`config.mk`:
```
export PLATFORM = sky130hd
export DESIGN_NAME = pad_csr
export DESIGN_NICKNAME = d
export VERILOG_FILES = /design/src/pad_pkg.sv /design/src/pad_csr.sv
export SDC_FILE = /design/constraint.sdc
export NUM_CORES = 1
export LEC_CHECK = 0
export BUFFER_PORTS_ARGS = -buffer_cell sky130_fd_sc_hd__buf_2
export CORE_ASPECT_RATIO = 0.75
export CORE_UTILIZATION = 41
export CTS_CLUSTER_DIAMETER = 150
export DETAILED_ROUTE_END_ITERATION = 16
export PLACE_DENSITY = 0.82
export SLEW_MARGIN = 20
export SYNTH_ARGS = -nofsm -noshare
export SYNTH_HDL_FRONTEND = slang
export SYNTH_SLANG_ARGS = --single-unit
```
`constraint.sdc`:
```
create_clock -name clk -period 1.3 [get_ports clk]
set_input_delay 0.195 -clock clk [delete_from_list [all_inputs] [get_ports clk]]
set_output_delay 0.195 -clock clk [all_outputs]
set_load 0.03 [all_outputs]
```
`src/pad_pkg.sv`:
```
package pad_pkg;

    ////////////////////
    // sizes
    ////////////////////

    // one channel value
    localparam int data_w = 8;
    // channel values per beat
    localparam int lanes = 4;
    // row and column count of the input map
    localparam int size_w = 6;
    localparam int grp_w = 4;
    localparam int zero_w = 3;

    // output map size, up to 63 + 2*7
    localparam int osize_w = 8;
    // row beat count, N*G
    localparam int beats_w = size_w + grp_w;

    localparam int fifo_depth = 256;
    localparam int fifo_aw = 8;
    localparam int cnt_w = fifo_aw + 1;

    ////////////////////
    // wishbone map
    ////////////////////

    localparam int adr_w = 3;
    localparam int wb_dw = 32;

    localparam logic [adr_w-1:0] reg_size = 3'd0;
    localparam logic [adr_w-1:0] reg_grp = 3'd1;
    localparam logic [adr_w-1:0] reg_pad = 3'd2;
    localparam logic [adr_w-1:0] reg_zp = 3'd3;
    localparam logic [adr_w-1:0] reg_ctrl = 3'd4;
    localparam logic [adr_w-1:0] reg_stat = 3'd5;

    ////////////////////
    // types
    ////////////////////

    typedef logic [lanes-1:0][data_w-1:0] lane_vec_t;

    typedef struct packed {
        logic [size_w-1:0] row_num;
        logic [grp_w-1:0]  ch_groups;
        logic              pad_en;
        logic [zero_w-1:0] zero_num;
        logic [data_w-1:0] zero_point;
    } pad_cfg_t;

    // one output beat request from the controller
    typedef struct packed {
        logic sel_zero;
        logic row_end;
        logic frame_end;
    } pad_cmd_t;

    typedef struct packed {
        lane_vec_t data;
        logic      row_end;
        logic      frame_end;
    } pad_beat_t;

endpackage

```
`src/pad_csr.sv`:
```
module pad_csr (
    input  logic                        clk,
    input  logic                        rst,
    input  logic                        wb_cyc,
    input  logic                        wb_stb,
    input  logic                        wb_we,
    input  logic [pad_pkg::adr_w-1:0]   wb_adr,
    input  logic [pad_pkg::wb_dw-1:0]   wb_dat_w,
    input  logic                        busy,
    input  logic [pad_pkg::osize_w-1:0] out_size,
    output logic [pad_pkg::wb_dw-1:0]   wb_dat_r,
    output logic                        wb_ack,
    output pad_pkg::pad_cfg_t           cfg,
    output logic                        start
);
    import pad_pkg::*;

    // set once a request has been acked, cleared when stb drops
    logic served;
    logic wr_hit;

    assign wr_hit = wb_ack && wb_we;

    ////////////////////
    // bus handshake
    ////////////////////

    always_ff @(posedge clk) begin
        if (rst) begin
            wb_ack <= 1'b0;
            served <= 1'b0;
        end else begin
            wb_ack <= wb_cyc && wb_stb && !wb_ack && !served;
            if (!(wb_cyc && wb_stb)) begin
                served <= 1'b0;
            end else if (wb_ack) begin
                served <= 1'b1;
            end
        end
    end

    ////////////////////
    // registers
    ////////////////////

    always_ff @(posedge clk) begin
        if (rst) begin
            cfg <= '0;
        end else if (wr_hit) begin
            case (wb_adr)
                reg_size: cfg.row_num <= wb_dat_w[size_w-1:0];
                reg_grp:  cfg.ch_groups <= wb_dat_w[grp_w-1:0];
                reg_pad: begin
                    cfg.pad_en <= wb_dat_w[0];
                    cfg.zero_num <= wb_dat_w[zero_w:1];
                end
                reg_zp:   cfg.zero_point <= wb_dat_w[data_w-1:0];
                default: ;
            endcase
        end
    end

    // start lands one cycle after the ack, dropped while a frame runs
    always_ff @(posedge clk) begin
        if (rst) begin
            start <= 1'b0;
        end else begin
            start <= wr_hit && (wb_adr == reg_ctrl) && wb_dat_w[0] && !busy;
        end
    end

    always_comb begin
        case (wb_adr)
            reg_size: wb_dat_r = wb_dw'(cfg.row_num);
            reg_grp:  wb_dat_r = wb_dw'(cfg.ch_groups);
            reg_pad:  wb_dat_r = wb_dw'({cfg.zero_num, cfg.pad_en});
            reg_zp:   wb_dat_r = wb_dw'(cfg.zero_point);
            reg_stat: wb_dat_r = wb_dw'({out_size, busy});
            default:  wb_dat_r = '0;
        endcase
    end

    a_ack_single: assert property (@(posedge clk) disable iff (rst) wb_ack |=> !wb_ack)
        else $error("wb_ack held for two cycles");

endmodule

```
Word level (Yosys, flattened, before mapping). Cells that the tools add are included.

$add $sub $neg: 0. Multipliers: 0. Reductions and logical operators: 16. Muxes and demuxes: 1. Bitwise gates (word level): 1. Magnitude comparators: 0. Shift operators: 0. Div/mod/pow operators: 0. Eq/ne operators: 5.

Operators by type and width (number): 9-bit one-hot mux with 5 select lines (1); 2-bit AND reduction (4); 1-bit logical AND (7); 3-bit by 2-bit equality test with 1-bit output, second input constant (2); 3-bit equality test, second input constant (2); 3-bit by 1-bit equality test with 1-bit output, second input constant (1); 1-bit logical NOT (3); 3-bit logical NOT (1); 2-bit OR reduction (1); 1-bit NOT (1).

Output and inout bits: 56. Logic and storage cells: 31. Memories: 0. Bits in writable memories: 0. Flip-flop bits (word level): 25. Bits in read-only memories: 0. Latch bits: 0. Bits of input ports: 49.

Longest topological paths before layout.
Word-level depth: 4. Mapped depth: 5.

Least setup slack after synthesis. No wires, ideal clock.

Path type: input -> output. From: input port wb_adr[1] in the netlist's numbering. To: output port wb_dat_r[4] in the netlist's numbering. Arrival: 1407 ps. Cell stages on the path: 4. Path slack: -302 ps. Cells stage by stage: buf_2 > nor2_1 > a22oi_1 > o21ai_0.

Longest elaborated chain between the ends: 2. Elaborated cells between the ends (all ways): 6. Classes of those cells: eq/ne: 4; mux: 1; reduce/logical: 1.

RTL lines: start: declaration (RTL line pad_csr.sv:7) `input logic [pad_pkg::adr_w-1:0] wb_adr,`; 3-bit equality test, or another cell as far along (RTL line pad_csr.sv:73) `case (wb_adr)`; 9-bit one-hot mux with 5 select lines * (RTL line pad_csr.sv:73); end: declaration (RTL line pad_csr.sv:11) `output logic [pad_pkg::wb_dw-1:0] wb_dat_r,`.

Mark *: on every way between the ends. The rest lies on a longest branch, timed or not.

Worst setup path after layout.
From: register cfg[18] in the netlist's numbering. To: output port wb_dat_r[2] in the netlist's numbering.

Longest elaborated chain between the ends: 1.

RTL lines: start: declaration (RTL line pad_csr.sv:13) `output pad_pkg::pad_cfg_t cfg,`; 9-bit one-hot mux with 5 select lines (RTL line pad_csr.sv:73).

Every way passes these cells.

==> results.yml <==
run_status:
  status: "finished, violations left"
  failed_checks: "negative setup slack"
global_route:
  grt_max_degree: 31
  antenna_found_initial: 0
  grt_pass1_vias: 1188
  grt_usage: 0.183
  grt_overflow: 0
  grt_pass1_wl_mm: 5.45
worst_setup_path:
  cp_top_family: "flip-flops"
  critPathKind: "reg2out"
  worstPathCellList: "mux2i_2 -> nor3_2 -> a21o_1 -> buf_6"
  worst_path_max_delay_cell: "dfxtp_2"
  worstSetupStartpointType: "flip-flop"
  worstPathArrival_ns: 1.17
  endpoint_kind: "output pin"
  cp.required_ns: 1.11
  reg2reg_slack_ns: 0.13
  worst_path_largest_cell_delay_ns: 0.34
  path_max_fanout: 2
  critPathBufInv: 1
placed_design:
  hpwlAfterDp_mm: 2.62
  dp_slack_ns: -0.0212
  routabilityCongestion: 0.808
  postPlaceCellArea_mm2: 0.00188
  place_inst: 272
  portBuffers: 57
clocking:
  cts_root_buf: "clkbuf_8"
  cts_tree: "yes"
  numCtsBuffers: 3
  clk_pin_slew_ns: 0.09
  postCtsHoldBufs: 0
  clock_path_buffers: 2
  clock_latency_ns: 0.27
  htreeDepth: 1
  cts_sinks: 25
synth:
  synth_warnings: 0
  syn_inst: 161
  synth_top_area_share: 0.329
  synth-edff-count: 0
  synth.area.top_cells: "dfxtp_1 33%, mux2i_1 18%, buf_4 11%"
  synth-async-reset-ratio: 0
  synth_area_mm2: 0.00152
  synth_flop_cell: "dfxtp_1"
  yosysMostFrequentCell: "mux2i_1"
  ys_types: 28
  synth_seq_area_share: 0.329
  synth_common_cells: "28 x mux2i_1, 26 x nand2b_1, 25 x dfxtp_1"
  synth_area_per_cell_um2: 9.46
  yosysTopAreaCell: "dfxtp_1"
  synth-seq-cells: 25
layout:
  final_cells: 286
  n_fill_cell: 327
  n_antenna_cell: 0
  regArea_um2: 519
  drive_gt1_frac: 0.487
  fin_nets: 286
  fin_area_mm2: 0.00207
  area_growth_syn_to_layout_pct: 35.7
  multi_input_area_um2: 902
sta:
  finalCriticalPeriod_ns: 1.36
  setup_viol: 4
  fin_ws_ns: -0.0605
  whs_ns: 0.168
  rsz0062_at_grt: "true"
  fmax_mhz: 735
  maxSlewViolCount: 0
  fin_skew_ns: 0.00354
  hold_violations: 0
  timing.final.crit_share: 1.05
die:
  die_y_um: 54.8
  row_count: 18
  core_area_mm2: 0.00342
  initial_utilization: 0.445
  die_x_um: 72.4
  boundaryPins: 105
  dieArea_mm2: 0.00396
detailed_routing:
  dr_total_vias: 1321
  vias_per_cell: 4.62
  drt-total-wl_mm: 3.67
  drtPass1Iterations: 4
  ant_nets: 0
  drc: 0
  wire_per_inst_um: 12.8
  drtIter0Drc: 53
pwr:
  p_leak_uw: 0.00116
  ir_worst_vdd_v: 0.000520
  p_per_area_mw_per_mm2: 754
flow_run:
  max_cap_viol_count: 0
worst_hold_path:
  worstHoldPathType: "in2reg"
## state kept, by name (all words and copies together) (netlist names)
signal,cells
start,1
wb_ack,1
served,1
cfg,22
## stage by stage
stage | setup TNS, ns | power (uW) | utilization
6_report | -0.139 | 1560 | 0.604
5_1_grt | -0.392 | 1620 | 0.604
4_1_cts | -0.168 | 1550 | 0.591
3_5_place_dp | -0.0750 | 1100 | 0.548
3_3_place_gp | -0.0434 | 1100 | 0.548
2_1_floorplan | 0 | 1060 | -
## per-layer routing
layer	wire length [um]	share of wire	GRT usage
met5	0	0	0
met4	4	0.0011	0.00980
met3	252	0.069	0.0424
met2	1820	0.49	0.361
met1	1600	0.44	0.214
## what timing repair did
| action | 4_1_cts | 5_1_grt |
|---|---|---|
| pin swaps | 8 | 2 |
| buffers inserted | 8 | 2 |
| setup endpoints to repair | 6 | 9 |
| gates resized for setup | 20 | 12 |
## worst min-delay path, cell delays in order
cell	delay (ns)
buf_2	0.09
nand3_1	0.05
a21oi_1	0.05
## final timing paths
kind	depth (start not counted)	end	start
setup / recovery	4	wb_dat_r[2]	cfg[18]
hold / removal	3	cfg[6]	wb_dat_w[6]
setup reg to reg	4	cfg[9]	wb_ack
hold reg to reg	1	wb_ack	served
## kinds of logic after synthesis
logic type / Yosys count / share of synthesized area
buffers and inverters: 34 / 0.154
multiplexers: 28 / 0.184
AO/OA/AOI/OAI: 18 / 0.0805
AND/OR/NAND/NOR: 55 / 0.251
flip-flops: 25 / 0.329
other: 1 / 0.00246
## power breakdown
group / total, uW / switching [uW] / internal (uW) / leakage (uW)
clock: 463 / 244 / 219 / 0.0000228
combinational: 322 / 206 / 116 / 0.000927
sequential: 774 / 4.46 / 769 / 0.000209
## cells in the final DEF, fill, tap and decap left out, drive strengths merged, types with 2 or more instances in the layout
| cell type | n |
|---|---|
| buf | 80 |
| o2bb2ai | 3 |
| nand2 | 4 |
| nand2b | 26 |
| nor2 | 3 |
| dfxtp | 25 |
| o21ai | 4 |
| a21o | 4 |
| nor3 | 5 |
| nand3 | 4 |
| nand3b | 3 |
| nor2b | 4 |
| clkbuf | 7 |
| a22oi | 4 |
| a21oi | 2 |
| mux2i | 28 |
| conb | 23 |
## cell type report
type	instances	area share
Multi-Input combinational cell	124	0.436
Tap cell	50	0.0303
Clock buffer	4	0.0218
Sequential cell	25	0.251
Timing Repair Buffer	83	0.260
(Power assumes the default switching activity.)
