File: src/pad_pkg.sv
package pad_pkg;

    ////////////////////
    // sizes
    ////////////////////

    // one channel value
    localparam int data_w = 8;
    // channel values per beat
    localparam int lanes = 4;
    // row and column count of the input map
    localparam int size_w = 6;
    localparam int grp_w = 4;
    localparam int zero_w = 3;

    // output map size, up to 63 + 2*7
    localparam int osize_w = 8;
    // row beat count, N*G
    localparam int beats_w = size_w + grp_w;

    localparam int fifo_depth = 256;
    localparam int fifo_aw = 8;
    localparam int cnt_w = fifo_aw + 1;

    ////////////////////
    // wishbone map
    ////////////////////

    localparam int adr_w = 3;
    localparam int wb_dw = 32;

    localparam logic [adr_w-1:0] reg_size = 3'd0;
    localparam logic [adr_w-1:0] reg_grp = 3'd1;
    localparam logic [adr_w-1:0] reg_pad = 3'd2;
    localparam logic [adr_w-1:0] reg_zp = 3'd3;
    localparam logic [adr_w-1:0] reg_ctrl = 3'd4;
    localparam logic [adr_w-1:0] reg_stat = 3'd5;

    ////////////////////
    // types
    ////////////////////

    typedef logic [lanes-1:0][data_w-1:0] lane_vec_t;

    typedef struct packed {
        logic [size_w-1:0] row_num;
        logic [grp_w-1:0]  ch_groups;
        logic              pad_en;
        logic [zero_w-1:0] zero_num;
        logic [data_w-1:0] zero_point;
    } pad_cfg_t;

    // one output beat request from the controller
    typedef struct packed {
        logic sel_zero;
        logic row_end;
        logic frame_end;
    } pad_cmd_t;

    typedef struct packed {
        lane_vec_t data;
        logic      row_end;
        logic      frame_end;
    } pad_beat_t;

endpackage

File: src/pad_out_stage.sv
module pad_out_stage (
    input  logic                       clk,
    input  logic                       rst,
    input  logic                       cmd_valid,
    input  pad_pkg::pad_cmd_t          cmd,
    input  pad_pkg::lane_vec_t         fifo_dout,
    input  logic [pad_pkg::data_w-1:0] zero_point,
    input  logic                       out_ready,
    output logic                       cmd_ready,
    output logic                       out_valid,
    output pad_pkg::pad_beat_t         out_beat
);
    import pad_pkg::*;

    // two entries, buf0 is the head shown on the port
    pad_beat_t buf0;
    pad_beat_t buf1;
    logic [1:0] fill;

    pad_beat_t new_beat;
    lane_vec_t zero_vec;
    logic push;
    logic pop;

    ////////////////////
    // beat build
    ////////////////////

    assign zero_vec = {lanes{zero_point}};

    assign new_beat.data = cmd.sel_zero ? zero_vec : fifo_dout;
    assign new_beat.row_end = cmd.row_end;
    assign new_beat.frame_end = cmd.frame_end;

    assign cmd_ready = (fill != 2'd2);
    assign out_valid = (fill != 2'd0);
    assign out_beat = buf0;

    assign push = cmd_valid && cmd_ready;
    assign pop = out_valid && out_ready;

    ////////////////////
    // skid buffer
    ////////////////////

    always_ff @(posedge clk) begin
        if (rst) begin
            fill <= 2'd0;
        end else begin
            case ({push, pop})
                2'b10:   fill <= fill + 1'b1;
                2'b01:   fill <= fill - 1'b1;
                default: fill <= fill;
            endcase
        end
    end

    always_ff @(posedge clk) begin
        if (push && !pop) begin
            if (fill == 2'd0) begin
                buf0 <= new_beat;
            end else begin
                buf1 <= new_beat;
            end
        end else if (pop && !push) begin
            buf0 <= buf1;
        end else if (push && pop) begin
            // only reachable with one entry held
            buf0 <= new_beat;
        end
    end

    a_hold_stable: assert property (@(posedge clk) disable iff (rst)
        out_valid && !out_ready |=> out_valid && $stable(out_beat))
        else $error("out_beat changed while stalled");

endmodule

File: config.mk
export PLATFORM = sky130hd
export DESIGN_NAME = pad_out_stage
export DESIGN_NICKNAME = d
export VERILOG_FILES = /design/src/pad_pkg.sv /design/src/pad_out_stage.sv
export SDC_FILE = /design/constraint.sdc
export NUM_CORES = 1
export LEC_CHECK = 0
export BUFFER_PORTS_ARGS = -buffer_cell sky130_fd_sc_hd__buf_2
export CAP_MARGIN = 20
export CORE_ASPECT_RATIO = 0.8
export CORE_MARGIN = 2
export CORE_UTILIZATION = 49
export CTS_BUF_LIST = sky130_fd_sc_hd__clkbuf_4
export DETAILED_ROUTE_END_ITERATION = 12
export GPL_TIMING_DRIVEN = 0
export PLACE_DENSITY = 0.82
export SKIP_LAST_GASP = 1
export SLEW_MARGIN = 20
export SYNTH_ARGS = -nofsm -noshare
export SYNTH_HDL_FRONTEND = slang
export SYNTH_SLANG_ARGS = --single-unit
File: constraint.sdc
create_clock -name clk -period 3.15 [get_ports clk]
set_clock_uncertainty 0.1 [all_clocks]
set_input_delay 0.1575 -clock clk [delete_from_list [all_inputs] [get_ports clk]]
set_output_delay 0.1575 -clock clk [all_outputs]
set_load 0.01 [all_outputs]
Yosys cells after proc, flatten, opt, wreduce, memory -nomap -nowiden
Index checks and enable logic that the tools add are counted.
{ "totals": {"output_inout_bits": 36, "ff_bits": 70} }
{ "classes": {"n_mux": 6, "eq_ne": 4, "n_reduce_logical": 13, "bitwise_logic": 1, "n_addsub": 2} }
{ "op_table": {"columns": ["operator", "count"], "rows": [
  ["34-bit two-way mux", 4],
  ["32-bit two-way mux", 1],
  ["1-bit logical AND", 5],
  ["2-bit case mux with 2 select lines", 1],
  ["2-bit AND reduction", 2],
  ["2-bit nonzero test", 2],
  ["3-bit nonzero test", 1],
  ["2-bit by 1-bit adder with 2-bit output, second input constant", 1],
  ["2-bit by 1-bit equality test with 1-bit output, second input constant", 1],
  ["2-bit equality test, second input constant", 1],
  ["1-bit zero test", 2],
  ["2-bit zero test", 1],
  ["2-bit by 1-bit != test with 1-bit output, second input constant", 1],
  ["2-bit != test, second input constant", 1],
  ["2-bit by 1-bit subtractor with 2-bit output, second input constant", 1],
  ["1-bit inverter", 1]
]} }

Depth between registers and ports, before layout
{ "depth": {"ltp_word": 6, "mapped_depth": 8, "depth_no_buf": 6} }

Worst setup path after synthesis
No wires, ideal clock.
{ "synth_timing": {"path_type": "reg2reg", "startpoint": "register fill[0]", "endpoint": "register buf1[0] in the netlist's numbering (enable)", "setup_ps": 429, "arrival_time_ps": 2438, "n_path_buf": 0, "slack_ps": 183, "path_stages_with_launch": 6, "cell_sequence": "dfxtp_1 > nand2b_1 > nand2_1 > inv_1 > ha_1 > nor2b_1"} }
{ "synth_via": {"word_cells_on_any_way": 9} }
{ "synth_rtl": {"columns": ["element", "line_no", "rtl"], "rows": [
  ["from (decl)", "pad_out_stage.sv:18", "logic [1:0] fill;"],
  ["from (signal assigned)", "pad_out_stage.sv:51", "2'b10: fill <= fill + 1'b1;"],
  ["from (signal assigned)", "pad_out_stage.sv:52", "2'b01: fill <= fill - 1'b1;"],
  ["from (signal assigned)", "pad_out_stage.sv:53", "default: fill <= fill;"],
  ["2-bit != test", "pad_out_stage.sv:35", "assign cmd_ready = (fill != 2'd2);"],
  ["net cmd_ready", "pad_out_stage.sv:9", "output logic cmd_ready,"],
  ["1-bit logical AND", "pad_out_stage.sv:39", "assign push = cmd_valid && cmd_ready;"],
  ["1-bit logical AND", "pad_out_stage.sv:59", "if (push && !pop) begin"],
  ["2-bit AND reduction (no line)", null, null],
  ["to (signal assigned)", "pad_out_stage.sv:63", "buf1 <= new_beat;"],
  ["to (decl)", "pad_out_stage.sv:17", "pad_beat_t buf1;"]
]} }
The timed path passes the listed nets, and every way through them passes these cells.
A chain may end at the register's enable or synchronous reset.

Final worst setup path
{ "layout_timing": {"startpoint": "register fill[0]", "endpoint": "register buf0 (netlist bit out_beat[7]) (data pin)"} }
{ "layout_via": {"elab_chain_cells": 6, "word_cells_on_any_way": 10} }
{ "layout_lines": {"columns": ["element", "line_no", "rtl"], "rows": [
  ["2-bit != test", "pad_out_stage.sv:35", null],
  ["1-bit logical AND", "pad_out_stage.sv:39", null],
  ["1-bit zero test", "pad_out_stage.sv:65", "end else if (pop && !push) begin"],
  ["1-bit logical AND", "pad_out_stage.sv:65", null],
  ["34-bit two-way mux", "pad_out_stage.sv:65", null],
  ["34-bit two-way mux (*)", "pad_out_stage.sv:59", null],
  ["to (signal assigned)", "pad_out_stage.sv:61", "buf0 <= new_beat;"],
  ["to (signal assigned)", "pad_out_stage.sv:66", "buf0 <= buf1;"],
  ["to (signal assigned)", "pad_out_stage.sv:69", "buf0 <= new_beat;"],
  ["to (decl)", "pad_out_stage.sv:16", "pad_beat_t buf0;"]
]} }
Mark *: on every way between the ends. The rest lies on a longest branch, timed or not.

==> impl_metrics.env <==
export IMPL_wirelength_um=5830
export IMPL_nets=353
export IMPL_die_area_um2=6710
export IMPL_critPathKind="flip-flop to flip-flop"
export IMPL_dp_cells=369
export IMPL_finalHoldViolCount=0
export IMPL_hp_class="primary input to flip-flop"
export IMPL_cp_arrival_ps=2270
export IMPL_ir_worst_vdd_v=0.000589
export IMPL_routabilityCongestion=0.776
export IMPL_clockBufferDepth=2
export IMPL_num_vias=1882
export IMPL_routedWlPerCell_um=15.0
export IMPL_synth_net_count=255
export IMPL_grt_use_total=0.182
export IMPL_grt_pass1_wl_um=8880
export IMPL_placed_area_um2=3540
export IMPL_cts_buffers=9
export IMPL_period_share=0.704
export IMPL_portBuffers=81
export IMPL_diodes=0
export IMPL_netlist_area_leader_share=0.687
export IMPL_mostFrequentLayoutCell="buf_2"
export IMPL_synthTopCellsByArea="edfxtp_1 69%, mux2_2 12%, o21ai_0 5.7%, inv_1 4.4%, nand2_1 1.4%"
export IMPL_die_width_um=91.1
export IMPL_clock_sinks=70
export IMPL_ioPinCount=83
export IMPL_worst_pin_slew_ps=405
export IMPL_ys_warn_count=0
export IMPL_p_sw_mw=0.878
export IMPL_cap_violations=0
export IMPL_pwr_share_seq=0.487
export IMPL_drive_gt1_frac=0.463
export IMPL_rows=25
export IMPL_layout_cells_non_filler=388
export IMPL_fin_util=0.640
export IMPL_pre_cts_ws_ps=923
export IMPL_slew_viol_final=0
export IMPL_drt_iter0_markers=139
export IMPL_cts_clk_slew_worst_paths_ps=110
export IMPL_fmax_ghz=0.451
export IMPL_comb_power_share=0.282
export IMPL_dr_pass1_iters=4
export IMPL_hold_ws_ps=32.6
export IMPL_htree_levels=3
export IMPL_critPathRequiredTime_ps=3200
export IMPL_crit_fanout=10
export IMPL_synth_cell_types=18
export IMPL_viasPerCell=4.85
export IMPL_syn_to_final_growth_pct=26.6
export IMPL_coreArea_um2=5880
export IMPL_grt_pass1_vias=1807
export IMPL_cts_tree="yes"
export IMPL_rsz0062_at_grt="false"
export IMPL_post_cts_setup_buffers=0
export IMPL_clockPowerShare=0.231
export IMPL_synth_cells=205
export IMPL_r2r_slack_ps=930
export IMPL_grt_max_degree=25
export IMPL_drc=0
export IMPL_root_buffer="clkbuf_4"
export IMPL_clk_latency_ps=390
export IMPL_syn_area_per_cell_um2=14.5
export IMPL_fin_crit_ps=2220
export IMPL_finalPower_mw=3.06
export IMPL_switching_share=0.287
export IMPL_yosysTopAreaCell="edfxtp_1"
export IMPL_setup_tns_final_ps=0
export IMPL_syn_cell_area_um2=2970
export IMPL_p_per_area_nw_per_um2=812
export IMPL_cts_repair_resized=0
export IMPL_postSynthRegisterBits=70
export IMPL_initial_core_util=0.506
export IMPL_grt_overflow_total=0
export IMPL_finalInstanceArea_um2=3760
export IMPL_critPathCaptureType="flip-flop"
export IMPL_setup_viol=0
export IMPL_cp_start_kind="flip-flop"
export IMPL_status="completed"
export IMPL_ys_seq_area_frac=0.700
export IMPL_antenna_found_initial=0
export IMPL_p_leak_nw=1.63
export IMPL_die_h_um=73.7
export IMPL_relSlewSlack=0.727
export IMPL_antenna_left=0
export IMPL_layout_common_cells="82 x buf_2, 68 x edfxtp_1, 35 x inv_1, 34 x o21ai_0, 32 x mux2_2"
export IMPL_fin_ws_ps=933
export IMPL_place_hpwl_um=4100
export IMPL_internal_power_mw=2.18
## routing by layer
layer	GRT usage	share of wire	wire (um)	vias to the layer above
met5	0	0	0	-
met4	0.0505	0.0060	35	0
met3	0.0708	0.069	402	4
met2	0.304	0.49	2860	67
met1	0.225	0.43	2530	887
li1	-	-	-	924
## cell type report
| class | instances | area [um^2] |
|---|---|---|
| inverter | 35 | 131 |
| clock inverter | 6 | 111 |
| tap | 81 | 101 |
| multi-input combinational | 92 | 711 |
| clock buffer | 9 | 67.6 |
| timing repair buffer | 87 | 500 |
| fill | 459 | 2120 |
| sequential | 70 | 2080 |
| buffer | 8 | 58.8 |
## state kept, by name (all words and copies together) (netlist names)
name,cells
fill,2
out_beat,34
buf1,34
## power groups by stage
stage / clock network (mW) / registers, mW / logic (mW)
floorplan: 0 / 1.61 / 0.372
detailed placement: 0 / 1.51 / 0.875
CTS: 0.723 / 1.49 / 0.884
finish: 0.705 / 1.49 / 0.862
global route: 0.756 / 1.52 / 0.945
global placement: 0 / 1.53 / 0.751
## cells by family (layout without fill, tap and decap cells)
group | count (synthesis) | count (layout) | share of synthesized area
muxes | 34 | 34 | 0.131
adders and majority gates | 3 | 3 | 0.0126
DFF | 70 | 70 | 0.700
buffers and inverters | 43 | 145 | 0.0640
xor gates and xnor gates | 2 | 2 | 0.00589
AOI/OAI and AO/OA | 35 | 35 | 0.0589
and+or+nand+nor | 18 | 18 | 0.0269
## cells in the mapped netlist
library cell,count
nand2b_1,2
inv_1,35
dfxtp_1,2
xnor2_1,1
nor2_1,2
buf_6,3
o21ai_0,34
nor2b_1,2
ha_1,3
or3_1,1
mux2_2,32
a21oi_1,1
mux2_4,2
edfxtp_1,68
buf_2,1
nand2_1,11
xor2_1,1
clkbuf_2,4
## final timing paths
check	from	end	cells past startpoint
worst min-delay path	fifo_dout[2]	buf1[4]$_DFFE_PP_	3
worst max-delay path	fill[0]$_SDFFE_PP0P_	out_beat[7]$_DFFE_PP_	7
worst max register to register	fill[0]$_SDFFE_PP0P_	out_beat[7]$_DFFE_PP_	7
worst min register to register	fill[1]$_SDFFE_PP0P_	fill[1]$_SDFFE_PP0P_	2
## worst max-delay path, cell delays in order, from the launching register on
cell	delay (ps)
dfxtp_1	370
o21ai_0	370
inv_1	130
ha_1	220
nand2b_1	60
clkbuf_2	190
buf_6	180
mux2_2	350
## repair_timing
item / 4_1_cts / 5_1_grt
endpoints found under the setup margin: 0 / 0
hold buffers: 3 / 1
hold endpoints to repair: 6 / 1
No activity file was read; power rests on OpenSTA's default activity.
