### config.mk
export PLATFORM = sky130hd
export DESIGN_NAME = pad_ctrl
export DESIGN_NICKNAME = d
export VERILOG_FILES = /design/src/pad_pkg.sv /design/src/pad_ctrl.sv
export SDC_FILE = /design/constraint.sdc
export NUM_CORES = 1
export LEC_CHECK = 0
export BUFFER_PORTS_ARGS = -buffer_cell sky130_fd_sc_hd__buf_2
export CAP_MARGIN = 20
export CORE_MARGIN = 8
export CORE_UTILIZATION = 55
export CTS_BUF_LIST = sky130_fd_sc_hd__clkbuf_4 sky130_fd_sc_hd__clkbuf_8 sky130_fd_sc_hd__clkbuf_16
export CTS_CLUSTER_DIAMETER = 40
export CTS_CLUSTER_SIZE = 40
export DETAILED_ROUTE_END_ITERATION = 10
export PLACE_DENSITY = 0.75
export SLEW_MARGIN = 20
export SYNTH_ARGS = -nofsm -noshare
export SYNTH_HDL_FRONTEND = slang
export SYNTH_SLANG_ARGS = --single-unit
export TNS_END_PERCENT = 50
### constraint.sdc
create_clock -name clk -period 4.5 [get_ports clk]
set_clock_uncertainty 0.05 [all_clocks]
set_input_delay 0.45 -clock clk [delete_from_list [all_inputs] [get_ports clk]]
set_output_delay 0.45 -clock clk [all_outputs]
set_load 0.03 [all_outputs]
### src/pad_pkg.sv
package pad_pkg;

    ////////////////////
    // sizes
    ////////////////////

    // one channel value
    localparam int data_w = 8;
    // channel values per beat
    localparam int lanes = 4;
    // row and column count of the input map
    localparam int size_w = 6;
    localparam int grp_w = 4;
    localparam int zero_w = 3;

    // output map size, up to 63 + 2*7
    localparam int osize_w = 8;
    // row beat count, N*G
    localparam int beats_w = size_w + grp_w;

    localparam int fifo_depth = 256;
    localparam int fifo_aw = 8;
    localparam int cnt_w = fifo_aw + 1;

    ////////////////////
    // wishbone map
    ////////////////////

    localparam int adr_w = 3;
    localparam int wb_dw = 32;

    localparam logic [adr_w-1:0] reg_size = 3'd0;
    localparam logic [adr_w-1:0] reg_grp = 3'd1;
    localparam logic [adr_w-1:0] reg_pad = 3'd2;
    localparam logic [adr_w-1:0] reg_zp = 3'd3;
    localparam logic [adr_w-1:0] reg_ctrl = 3'd4;
    localparam logic [adr_w-1:0] reg_stat = 3'd5;

    ////////////////////
    // types
    ////////////////////

    typedef logic [lanes-1:0][data_w-1:0] lane_vec_t;

    typedef struct packed {
        logic [size_w-1:0] row_num;
        logic [grp_w-1:0]  ch_groups;
        logic              pad_en;
        logic [zero_w-1:0] zero_num;
        logic [data_w-1:0] zero_point;
    } pad_cfg_t;

    // one output beat request from the controller
    typedef struct packed {
        logic sel_zero;
        logic row_end;
        logic frame_end;
    } pad_cmd_t;

    typedef struct packed {
        lane_vec_t data;
        logic      row_end;
        logic      frame_end;
    } pad_beat_t;

endpackage

### src/pad_ctrl.sv
module pad_ctrl (
    input  logic                        clk,
    input  logic                        rst,
    input  pad_pkg::pad_cfg_t           cfg,
    input  logic                        start,
    input  logic [pad_pkg::cnt_w-1:0]   fifo_count,
    input  logic                        cmd_ready,
    output logic                        fifo_rd,
    output logic                        cmd_valid,
    output pad_pkg::pad_cmd_t           cmd,
    output logic                        busy,
    output logic                        done,
    output logic [pad_pkg::osize_w-1:0] out_size
);
    import pad_pkg::*;

    typedef enum logic [2:0] {
        idle, setup, row_wait, emit_left, emit_data, emit_right, emit_border, next_row
    } state_t;

    state_t state;

    // frame settings held for the whole frame
    logic [size_w-1:0]  n_q;
    logic [grp_w-1:0]   g_q;
    logic [zero_w-1:0]  zeff;
    logic [osize_w-1:0] m_size;
    logic [beats_w-1:0] row_beats;

    logic [grp_w-1:0]   grp_cnt;
    logic [osize_w-1:0] col_cnt;
    logic [osize_w-1:0] row_cnt;
    logic [osize_w-1:0] row_nxt;
    logic [osize_w-1:0] seg_len;

    logic last_grp;
    logic last_col;
    logic beat_last;
    logic last_row;
    logic row_end_beat;
    logic nxt_border;
    logic accept;

    ////////////////////
    // beat position
    ////////////////////

    always_comb begin
        case (state)
            emit_border: seg_len = m_size;
            emit_data:   seg_len = osize_w'(n_q);
            default:     seg_len = osize_w'(zeff);
        endcase
    end

    assign last_grp = (grp_cnt == g_q - 1'b1);
    assign last_col = (col_cnt == seg_len - 1'b1);
    assign beat_last = last_grp && last_col;
    assign last_row = (row_cnt == m_size - 1'b1);

    // row_cnt starts at all ones so the first next_row lands on row 0
    assign row_nxt = row_cnt + 1'b1;
    assign nxt_border = (row_nxt < osize_w'(zeff)) || (row_nxt >= m_size - osize_w'(zeff));

    assign row_end_beat = beat_last && ((state == emit_border) || (state == emit_right) ||
                                        ((state == emit_data) && (zeff == '0)));

    assign cmd_valid = (state == emit_left) || (state == emit_data) ||
                       (state == emit_right) || (state == emit_border);
    assign cmd.sel_zero = (state != emit_data);
    assign cmd.row_end = row_end_beat;
    assign cmd.frame_end = row_end_beat && last_row;

    assign accept = cmd_valid && cmd_ready;
    assign fifo_rd = accept && (state == emit_data);
    assign busy = (state != idle);
    assign out_size = m_size;

    ////////////////////
    // fsm and counters
    ////////////////////

    always_ff @(posedge clk) begin
        if (rst) begin
            state <= idle;
            n_q <= '0;
            g_q <= '0;
            zeff <= '0;
            m_size <= '0;
            row_beats <= '0;
            grp_cnt <= '0;
            col_cnt <= '0;
            row_cnt <= '0;
            done <= 1'b0;
        end else begin
            done <= 1'b0;
            case (state)
                idle: begin
                    if (start) begin
                        n_q <= cfg.row_num;
                        g_q <= cfg.ch_groups;
                        zeff <= cfg.pad_en ? cfg.zero_num : '0;
                        state <= setup;
                    end
                end
                setup: begin
                    m_size <= osize_w'(n_q) + osize_w'({zeff, 1'b0});
                    row_beats <= beats_w'(n_q) * beats_w'(g_q);
                    row_cnt <= '1;
                    state <= next_row;
                end
                next_row: begin
                    row_cnt <= row_nxt;
                    grp_cnt <= '0;
                    col_cnt <= '0;
                    state <= nxt_border ? emit_border : row_wait;
                end
                row_wait: begin
                    // whole input row must be buffered first
                    if (beats_w'(fifo_count) >= row_beats) begin
                        state <= (zeff != '0) ? emit_left : emit_data;
                    end
                end
                default: begin
                    if (accept) begin
                        grp_cnt <= last_grp ? '0 : grp_cnt + 1'b1;
                        if (last_grp) begin
                            col_cnt <= last_col ? '0 : col_cnt + 1'b1;
                        end
                        if (beat_last) begin
                            if (state == emit_left) begin
                                state <= emit_data;
                            end else if ((state == emit_data) && (zeff != '0)) begin
                                state <= emit_right;
                            end else if (last_row) begin
                                state <= idle;
                                done <= 1'b1;
                            end else begin
                                state <= next_row;
                            end
                        end
                    end
                end
            endcase
        end
    end

    a_pop_with_data: assert property (@(posedge clk) disable iff (rst)
        fifo_rd |-> cmd_valid && cmd_ready && !cmd.sel_zero && (fifo_count != '0))
        else $error("fifo pop without an accepted data command");

endmodule

After elaboration in Yosys (flattened, before gate mapping):

Index checks and enable logic that the tools add are counted.

* register bits: 55
* bits in latches: 0
* RAM bits: 0
* bits in read-only memories: 0
* bits of input ports: 35
* output and inout bits: 15
* logic and storage cells: 87
* memories: 0

* $add $sub $neg: 8
* multiply operators: 1
* divide/modulo/power cells: 0
* magnitude comparators: 3
* eq/ne operators: 13
* shift-type cells: 0
* mux-type cells: 21
* bitwise logic cells: 3
* reduce and logical (&&, ||, !) cells: 28

Operator list (count)
* $pmux 8 s2: 3
* $mux 3: 10
* $mux 8: 3
* $add 8x1->8 const B: 2
* $eq 8x8->1: 2
* $sub 8x1->8 const B: 2
* $eq 3x3->1 const B: 4
* $pmux 3 s4: 1
* $ge 9x10->1: 1
* $mul 6x4->10: 1
* $reduce_bool 5->1: 2
* $reduce_or 9->1: 1
* $ge 8x8->1: 1
* $lt 8x3->1: 1
* $mux 4: 2
* $pmux 4 s2: 1
* $sub 8x3->8: 1
* $add 6x4->7: 1
* $logic_and 1x1->1: 7
* $eq 3x2->1 const B: 2
* $logic_not 3->1: 2
* $logic_or 1x1->1: 6
* $reduce_bool 2->1: 3
* $reduce_bool 3->1: 2
* other kinds (12): 16

Longest topological paths before layout:

Gate-level depths: netlist (run 1).

* depth after elaboration: 8
* mapped depth: 15
* depth with buffers taken out: 14

Worst setup path after synthesis (run 1):

No wires, ideal clock.

* path kind: reg2out
* from: reg m_size[1] (netlist: out_size[1])
* to: out cmd[0] in the netlist's numbering
* arrival: 3.456 ns
* data required time: 4.000 ns
* path slack: 0.544 ns
* stages on the path, launching flop included: 11
* path buffers: 0
* path through: dfxtp_1 mux2_2 mux2i_1 ha_1 xnor2_1 xnor2_1 o21ai_0 or4_4 nor3_4 nand3_4 nor3b_1

RTL lines
* start: declaration: RTL line pad_ctrl.sv:27 `logic [osize_w-1:0] m_size;`
* start signal: assignment: RTL line pad_ctrl.sv:107 `m_size <= osize_w'(n_q) + osize_w'({zeff, 1'b0});`
* end: declaration: RTL line pad_ctrl.sv:10 `output pad_pkg::pad_cmd_t cmd,`

==> run_results.csv, run 1 <==
group,metric,value,unit
outcome,status,"complete, no violations",
power_and_ir_drop,leakage,0.00219,µW
synth,syn_area,4720,µm²
worst_setup_path,crit_path_frequent_cell,"xnor2_1",
power_and_ir_drop,clockPowerShare,12.6,%
clock_network,cts_tree,"built",
detailed_routing,drt-total-wl,11100,µm
timing,rsz0062_at_grt,"no",
timing,max_freq,240,MHz
synth,avgSynthCellArea,7.91,µm²
power_and_ir_drop,p_per_area,445,nW/µm²
worst_setup_path,cp_slowest_cell,"or4_4",
timing,worstMarginPinSlew,0.929,ns
worst_setup_path,critPathKind,"register to primary output",
grt,antenna_found_initial,0,
detailed_routing,firstDrtPassIters,4,
die,start_util,55.5,%
synth,synth.top_cells.by_count,"nand2_1, dfxtp_1, ha_1",
power_and_ir_drop,swShare,47.2,%
worst_setup_path,crit_required,4.00,ns
die,die_area,11800,µm²
clock_network,cts-root-buf,"clkbuf_8",
synth,synth_most_common_cell,"nand2_1",
grt,grt_max_degree,51,
layout,diodes,0,
synth,yosysTopAreaCell,"dfxtp_1",
detailed_routing,wl_per_cell,15.4,µm
min_path,min-delay-path-class,"input pin to register",
synth,syn-num-nets,687,
synth,synth_edf_count,0,
grt,grt_pass1_wl,18600,µm
worst_setup_path,max_stage_delay,0.58,ns
grt,grt_overflow,0,
timing,setup_viol,0,
grt,grt_pass1_vias,4056,
power_and_ir_drop,p_switching,1050,µW
timing,timing.slew.headroom,38.1,%
power_and_ir_drop,internal_power,1180,µW
die,pin_count,50,
synth,synth-seq-cells,54,
clock_network,h-tree-depth,2,
power_and_ir_drop,pwr-share-comb,54.7,%
clock_network,path_clk_slew,0.11,ns
synth,synth_cells,597,
run,cap_violations,0,
timing,whs,0.312,ns
layout,finalNetCount,699,
synth,synthArstFlopShare,0,%
die,die_h,109,µm
die,rows,34,
die,coreArea,8510,µm²
worst_setup_path,crit_path_cell_trace,"mux2_2 -> mux2i_1 -> ha_1 -> xnor2_1 -> xnor2_1 -> o21ai_0 -> or4_4 -> nor3_4 -> nand3_4 -> nor3b_1 -> buf_2",
power_and_ir_drop,p_seq_share,32.7,%
synth,synth-warning-count,0,
worst_setup_path,cp-end-kind,"primary output",
placement,port-buffer-count,40,
placement,hpwl,8590,µm
die,die_w,109,µm
clock_network,clockBufferDepth,2,
detailed_routing,num_vias,4196,
synth,synth_top_area_share,22.9,%
synth,ys.flop_type,"dfxtp_1",
placement,place_congestion,0.883,
layout,fillCellCount,788,
grt,grt_usage,19.2,%
layout,area_growth,5.91,%
clock_network,clkSinkCount,54,
worst_setup_path,cp-start-kind,"register",
synth,synthTopCellsByArea,"dfxtp_1, ha_1, nand2_1",
layout,multi_input_area,3300,µm²
layout,drive_above_1_share,11.3,%
detailed_routing,via_per_inst,5.84,
power_and_ir_drop,ir_worst_vdd,0.243,mV
timing,hold_viol,0,
worst_setup_path,crit_fanout,9,
layout,seq_area,1080,µm²
detailed_routing,drc,0,
detailed_routing,ant_nets,0,
synth,seq_area_frac_synth,22.9,%
clock_network,insertion_delay,0.31,ns
timing,drv_slew,0,
worst_setup_path,cp.arrival,3.66,ns
timing,post-route-period-util,92.5,%
clock_network,cts_buffers,5,
timing,layout_min_cycle_time,4.16,ns
synth,synth_cell_types,72,
detailed_routing,drtIter0Drc,299,
timing,setup_tns,0,ns
[cell usage in the layout, fill, tap and decap left out, types with 17 or more instances in the layout]
cell type   n
and2_1     17
a21oi_1    42
buf_2      40
xor2_1     22
nor2_1     34
nand2_1    85
xnor2_1    24
ha_1       45
dfxtp_1    53
inv_1      42
[worst max-delay path: cells and delay by family, from the launching register on]
family / cells / cell delay (ns)
multiplexers: 2 / 0.61
buffers and inverters: 1 / 0.22
AND/OR/NAND/NOR: 4 / 1.29
adder cells (fa/ha/maj): 1 / 0.28
AO/OA/AOI/OAI: 1 / 0.11
flip-flops: 1 / 0.46
XOR/XNOR: 2 / 0.38
[worst paths after layout]
path                            slack (ns)  cells after the start      endpoint         start
worst min-delay path                  0.31                      3        g_q[2]       cfg[14]
worst min register to register        0.41                      2  row_beats[7]  row_beats[7]
worst max-delay path                  0.34                     11        cmd[0]      state[1]
worst max register to register        0.96                     12  row_beats[9]        g_q[2]
[metal layers]
metal / wire length, µm / up-vias / track usage, % / part of all wire (%)
met3: 540 / 14 / 3.01 / 4.9
met4: 144 / 0 / 4.40 / 1.3
met5: 0 / - / 0 / 0
met1: 4820 / 2005 / 23.4 / 43
li1: - / 2094 / - / -
met2: 5580 / 83 / 34.7 / 50
[logic make-up after synthesis]
family / after synthesis / synth area share (%)
AO/OA/AOI/OAI: 125 / 17.5
AND/OR/NAND/NOR: 218 / 23.3
other: 1 / 0.0794
buffers and inverters: 82 / 7.36
adder cells (fa/ha/maj): 56 / 16.4
XOR/XNOR: 47 / 9.00
flip-flops: 54 / 22.9
multiplexers: 14 / 3.44
[what timing repair did]
| item | 4_1_cts | 5_1_grt |
|---|---|---|
| endpoints found under the setup margin | 0 | 1 |
| buffers inserted | 0 | 0 |
| gates resized for setup | 0 | 2 |
| hold buffers | 0 | 0 |
[sequential cells by signal, summed over array words and instances (netlist names)]
signal	count
col_cnt	8
row_cnt	8
zeff	3
n_q	6
g_q	4
done	1
row_beats	10
grp_cnt	4
out_size	7
state	3
[power groups by stage]
stage / combinational [µW] / sequential [µW] / clock, µW
3_3_place_gp: 1160 / 728 / 0
3_5_place_dp: 1210 / 734 / 0
2_1_floorplan: 1040 / 649 / 0
5_1_grt: 1360 / 745 / 307
4_1_cts: 1220 / 722 / 289
6_report: 1220 / 728 / 280
[layout make-up]
cell class                      count  share of cell area [%]
Clock buffer                        5                    1.38
Clock inverter                      3                   0.425
Inverter                           42                    3.15
Multi-Input combinational cell    461                    66.0
Sequential cell                    54                    21.6
Tap cell                          108                    2.70
Timing Repair Buffer               45                    4.75
[per-stage QoR]
stage               area (µm²)  cells  total power [µW]  worst slack [ns]  util, %
floorplan                 4720    597              1690             0.544        -
global placement          4910    710              1890             0.694     57.7
detailed placement        4910    710              1940             0.510     57.7
CTS                       5000    718              2230             0.138     58.7
global route              5000    718              2410            0.0635     58.8
finish                    5000    718              2230             0.339     58.8
No activity file was read; power rests on OpenSTA's default activity.
==> run 2, diff against run 1 <==
--- a/config.mk
+++ b/config.mk
@@ -8,12 +8,13 @@
 export BUFFER_PORTS_ARGS = -buffer_cell sky130_fd_sc_hd__buf_2
 export CAP_MARGIN = 20
 export CORE_MARGIN = 8
-export CORE_UTILIZATION = 55
+export CORE_UTILIZATION = 45
 export CTS_BUF_LIST = sky130_fd_sc_hd__clkbuf_4 sky130_fd_sc_hd__clkbuf_8 sky130_fd_sc_hd__clkbuf_16
 export CTS_CLUSTER_DIAMETER = 40
 export CTS_CLUSTER_SIZE = 40
 export DETAILED_ROUTE_END_ITERATION = 10
-export PLACE_DENSITY = 0.75
+export RECOVER_POWER = 100
+export SETUP_SLACK_MARGIN = 0.5
 export SLEW_MARGIN = 20
 export SYNTH_ARGS = -nofsm -noshare
 export SYNTH_HDL_FRONTEND = slang
==> run_results.csv, run 2 (synthesized netlist as in run 1, its figures left out) <==
group,metric,value,unit
worst_setup_path,cp.arrival,3.42,ns
detailed_routing,drtIter0Drc,305,
layout,layout_commonest_cell,"nand2_1",
placement,hpwl,8730,µm
grt,grt_pass1_vias,4047,
detailed_routing,via_per_inst,5.47,
clock_network,insertion_delay,0.33,ns
timing,post-route-period-util,87.0,%
grt,grt_usage,16.7,%
die,start_util,46.0,%
clock_network,clockBufferDepth,2,
run,cap_violations,0,
die,die_w,118,µm
detailed_routing,num_vias,4084,
clock_network,h-tree-depth,2,
layout,reg.largest.list,"row_beats: 10 flops, col_cnt: 8 flops, row_cnt: 8 flops",
min_path,min-delay-path-class,"input pin to register",
timing,worstMarginPinSlew,1.17,ns
grt,grt_pass1_wl,19700,µm
power_and_ir_drop,p_per_area,444,nW/µm²
grt,grt_max_degree,51,
placement,placed_cell_area,4930,µm²
layout,drive_above_1_share,9.18,%
timing,rsz0062_at_grt,"no",
timing,drv_slew,0,
layout,finalNetCount,699,
power_and_ir_drop,leakage,0.00215,µW
worst_setup_path,crit_fanout,26,
worst_setup_path,critPathKind,"register to primary output",
grt,grt_overflow,0,
layout,diodes,0,
clock_network,path_clk_slew,0.12,ns
die,die_area,14000,µm²
clock_network,cts_buffers,5,
worst_setup_path,crit_required,4.00,ns
power_and_ir_drop,ir_worst_vdd,0.173,mV
timing,setup_viol,0,
timing,layout_min_cycle_time,3.92,ns
detailed_routing,ant_nets,0,
detailed_routing,firstDrtPassIters,5,
outcome,status,"complete, no violations",
clock_network,cts_tree,"built",
timing,timing.slew.headroom,21.8,%
detailed_routing,drc,0,
layout,regMostFlops,"row_beats",
placement,port-buffer-count,40,
detailed_routing,drt-total-wl,11400,µm
clock_network,cts-root-buf,"clkbuf_8",
placement,place_congestion,0.827,
layout,area_growth,6.46,%
layout,mostFrequentLayoutCells,"nand2_1, dfxtp_1, ha_1, inv_1, a21oi_1",
die,rows,37,
die,pin_count,50,
timing,max_freq,255,MHz
layout,design_area,5030,µm²
worst_setup_path,cp-start-kind,"register",
grt,antenna_found_initial,0,
detailed_routing,wl_per_cell,15.3,µm
clock_network,clkSinkCount,54,
worst_setup_path,cp-end-kind,"primary output",
timing,hold_viol,0,
timing,setup_tns,0,ns
layout,largest_register_ffs,10,
die,die_h,118,µm
die,coreArea,10300,µm²
-- run 2: cell type report --
type	count	area, µm²
repair buffers	45	219
multi-input cells	461	3300
clock inverters	3	28.8
flip-flops and latches	54	1080
fillers	1032	5250
clock buffers	5	68.8
well taps	136	170
inverters	42	158
-- run 2: worst paths after layout --
path,start,endpoint,slack (ns),cells after the start
setup / recovery,state[2],cmd[0],0.58,8
hold / removal,cfg[13],g_q[1],0.30,3
setup reg to reg,state[2],state[0],1.02,8
hold reg to reg,row_beats[3],row_beats[3],0.41,2
-- run 2: metal layers --
layer | share of wire [%] | vias to the layer above | track usage [%]
li1 | - | 2093 | -
met1 | 48 | 1908 | 21.8
met2 | 47 | 71 | 27.7
met3 | 4.0 | 12 | 2.62
met4 | 1.7 | 0 | 4.98
met5 | 0 | - | 0
-- run 2: repair_timing --
action,in CTS,in global routing
gates resized for setup,0,4
hold buffers,0,0
pin swaps,1,0
setup buffers,1,0
endpoints found under the setup margin,1,1
-- run 2: through the flow --
| step | util [%] | power, µW | std cells | hold WS, ns | worst slack (ns) |
|---|---|---|---|---|---|
| after floorplan | - | 1690 | 597 | 0.382 | 0.544 |
| after global placement | 48.0 | 1920 | 737 | 0.391 | 0.810 |
| after detailed placement | 48.0 | 1950 | 737 | 0.399 | 0.755 |
| after CTS | 49.0 | 2260 | 746 | 0.285 | 0.556 |
| after global routing | 48.9 | 2440 | 746 | 0.302 | 0.326 |
| final | 48.9 | 2230 | 746 | 0.296 | 0.585 |
-- run 2: power breakdown --
part	leakage, µW	switching, µW	internal, µW
logic	0.00166	713	494
clock network	0.0000506	186	117
registers	0.000439	164	560
total	0.00215	1060	1170
-- run 2: worst max-delay path, cell delays in order (launching register included) --
cell	delay (ns)
dfxtp_1	0.39
clkbuf_1	0.89
nand4b_1	0.30
xor2_1	0.23
or4_1	0.43
nand2_1	0.23
nand3_4	0.17
nor3b_1	0.23
buf_2	0.23
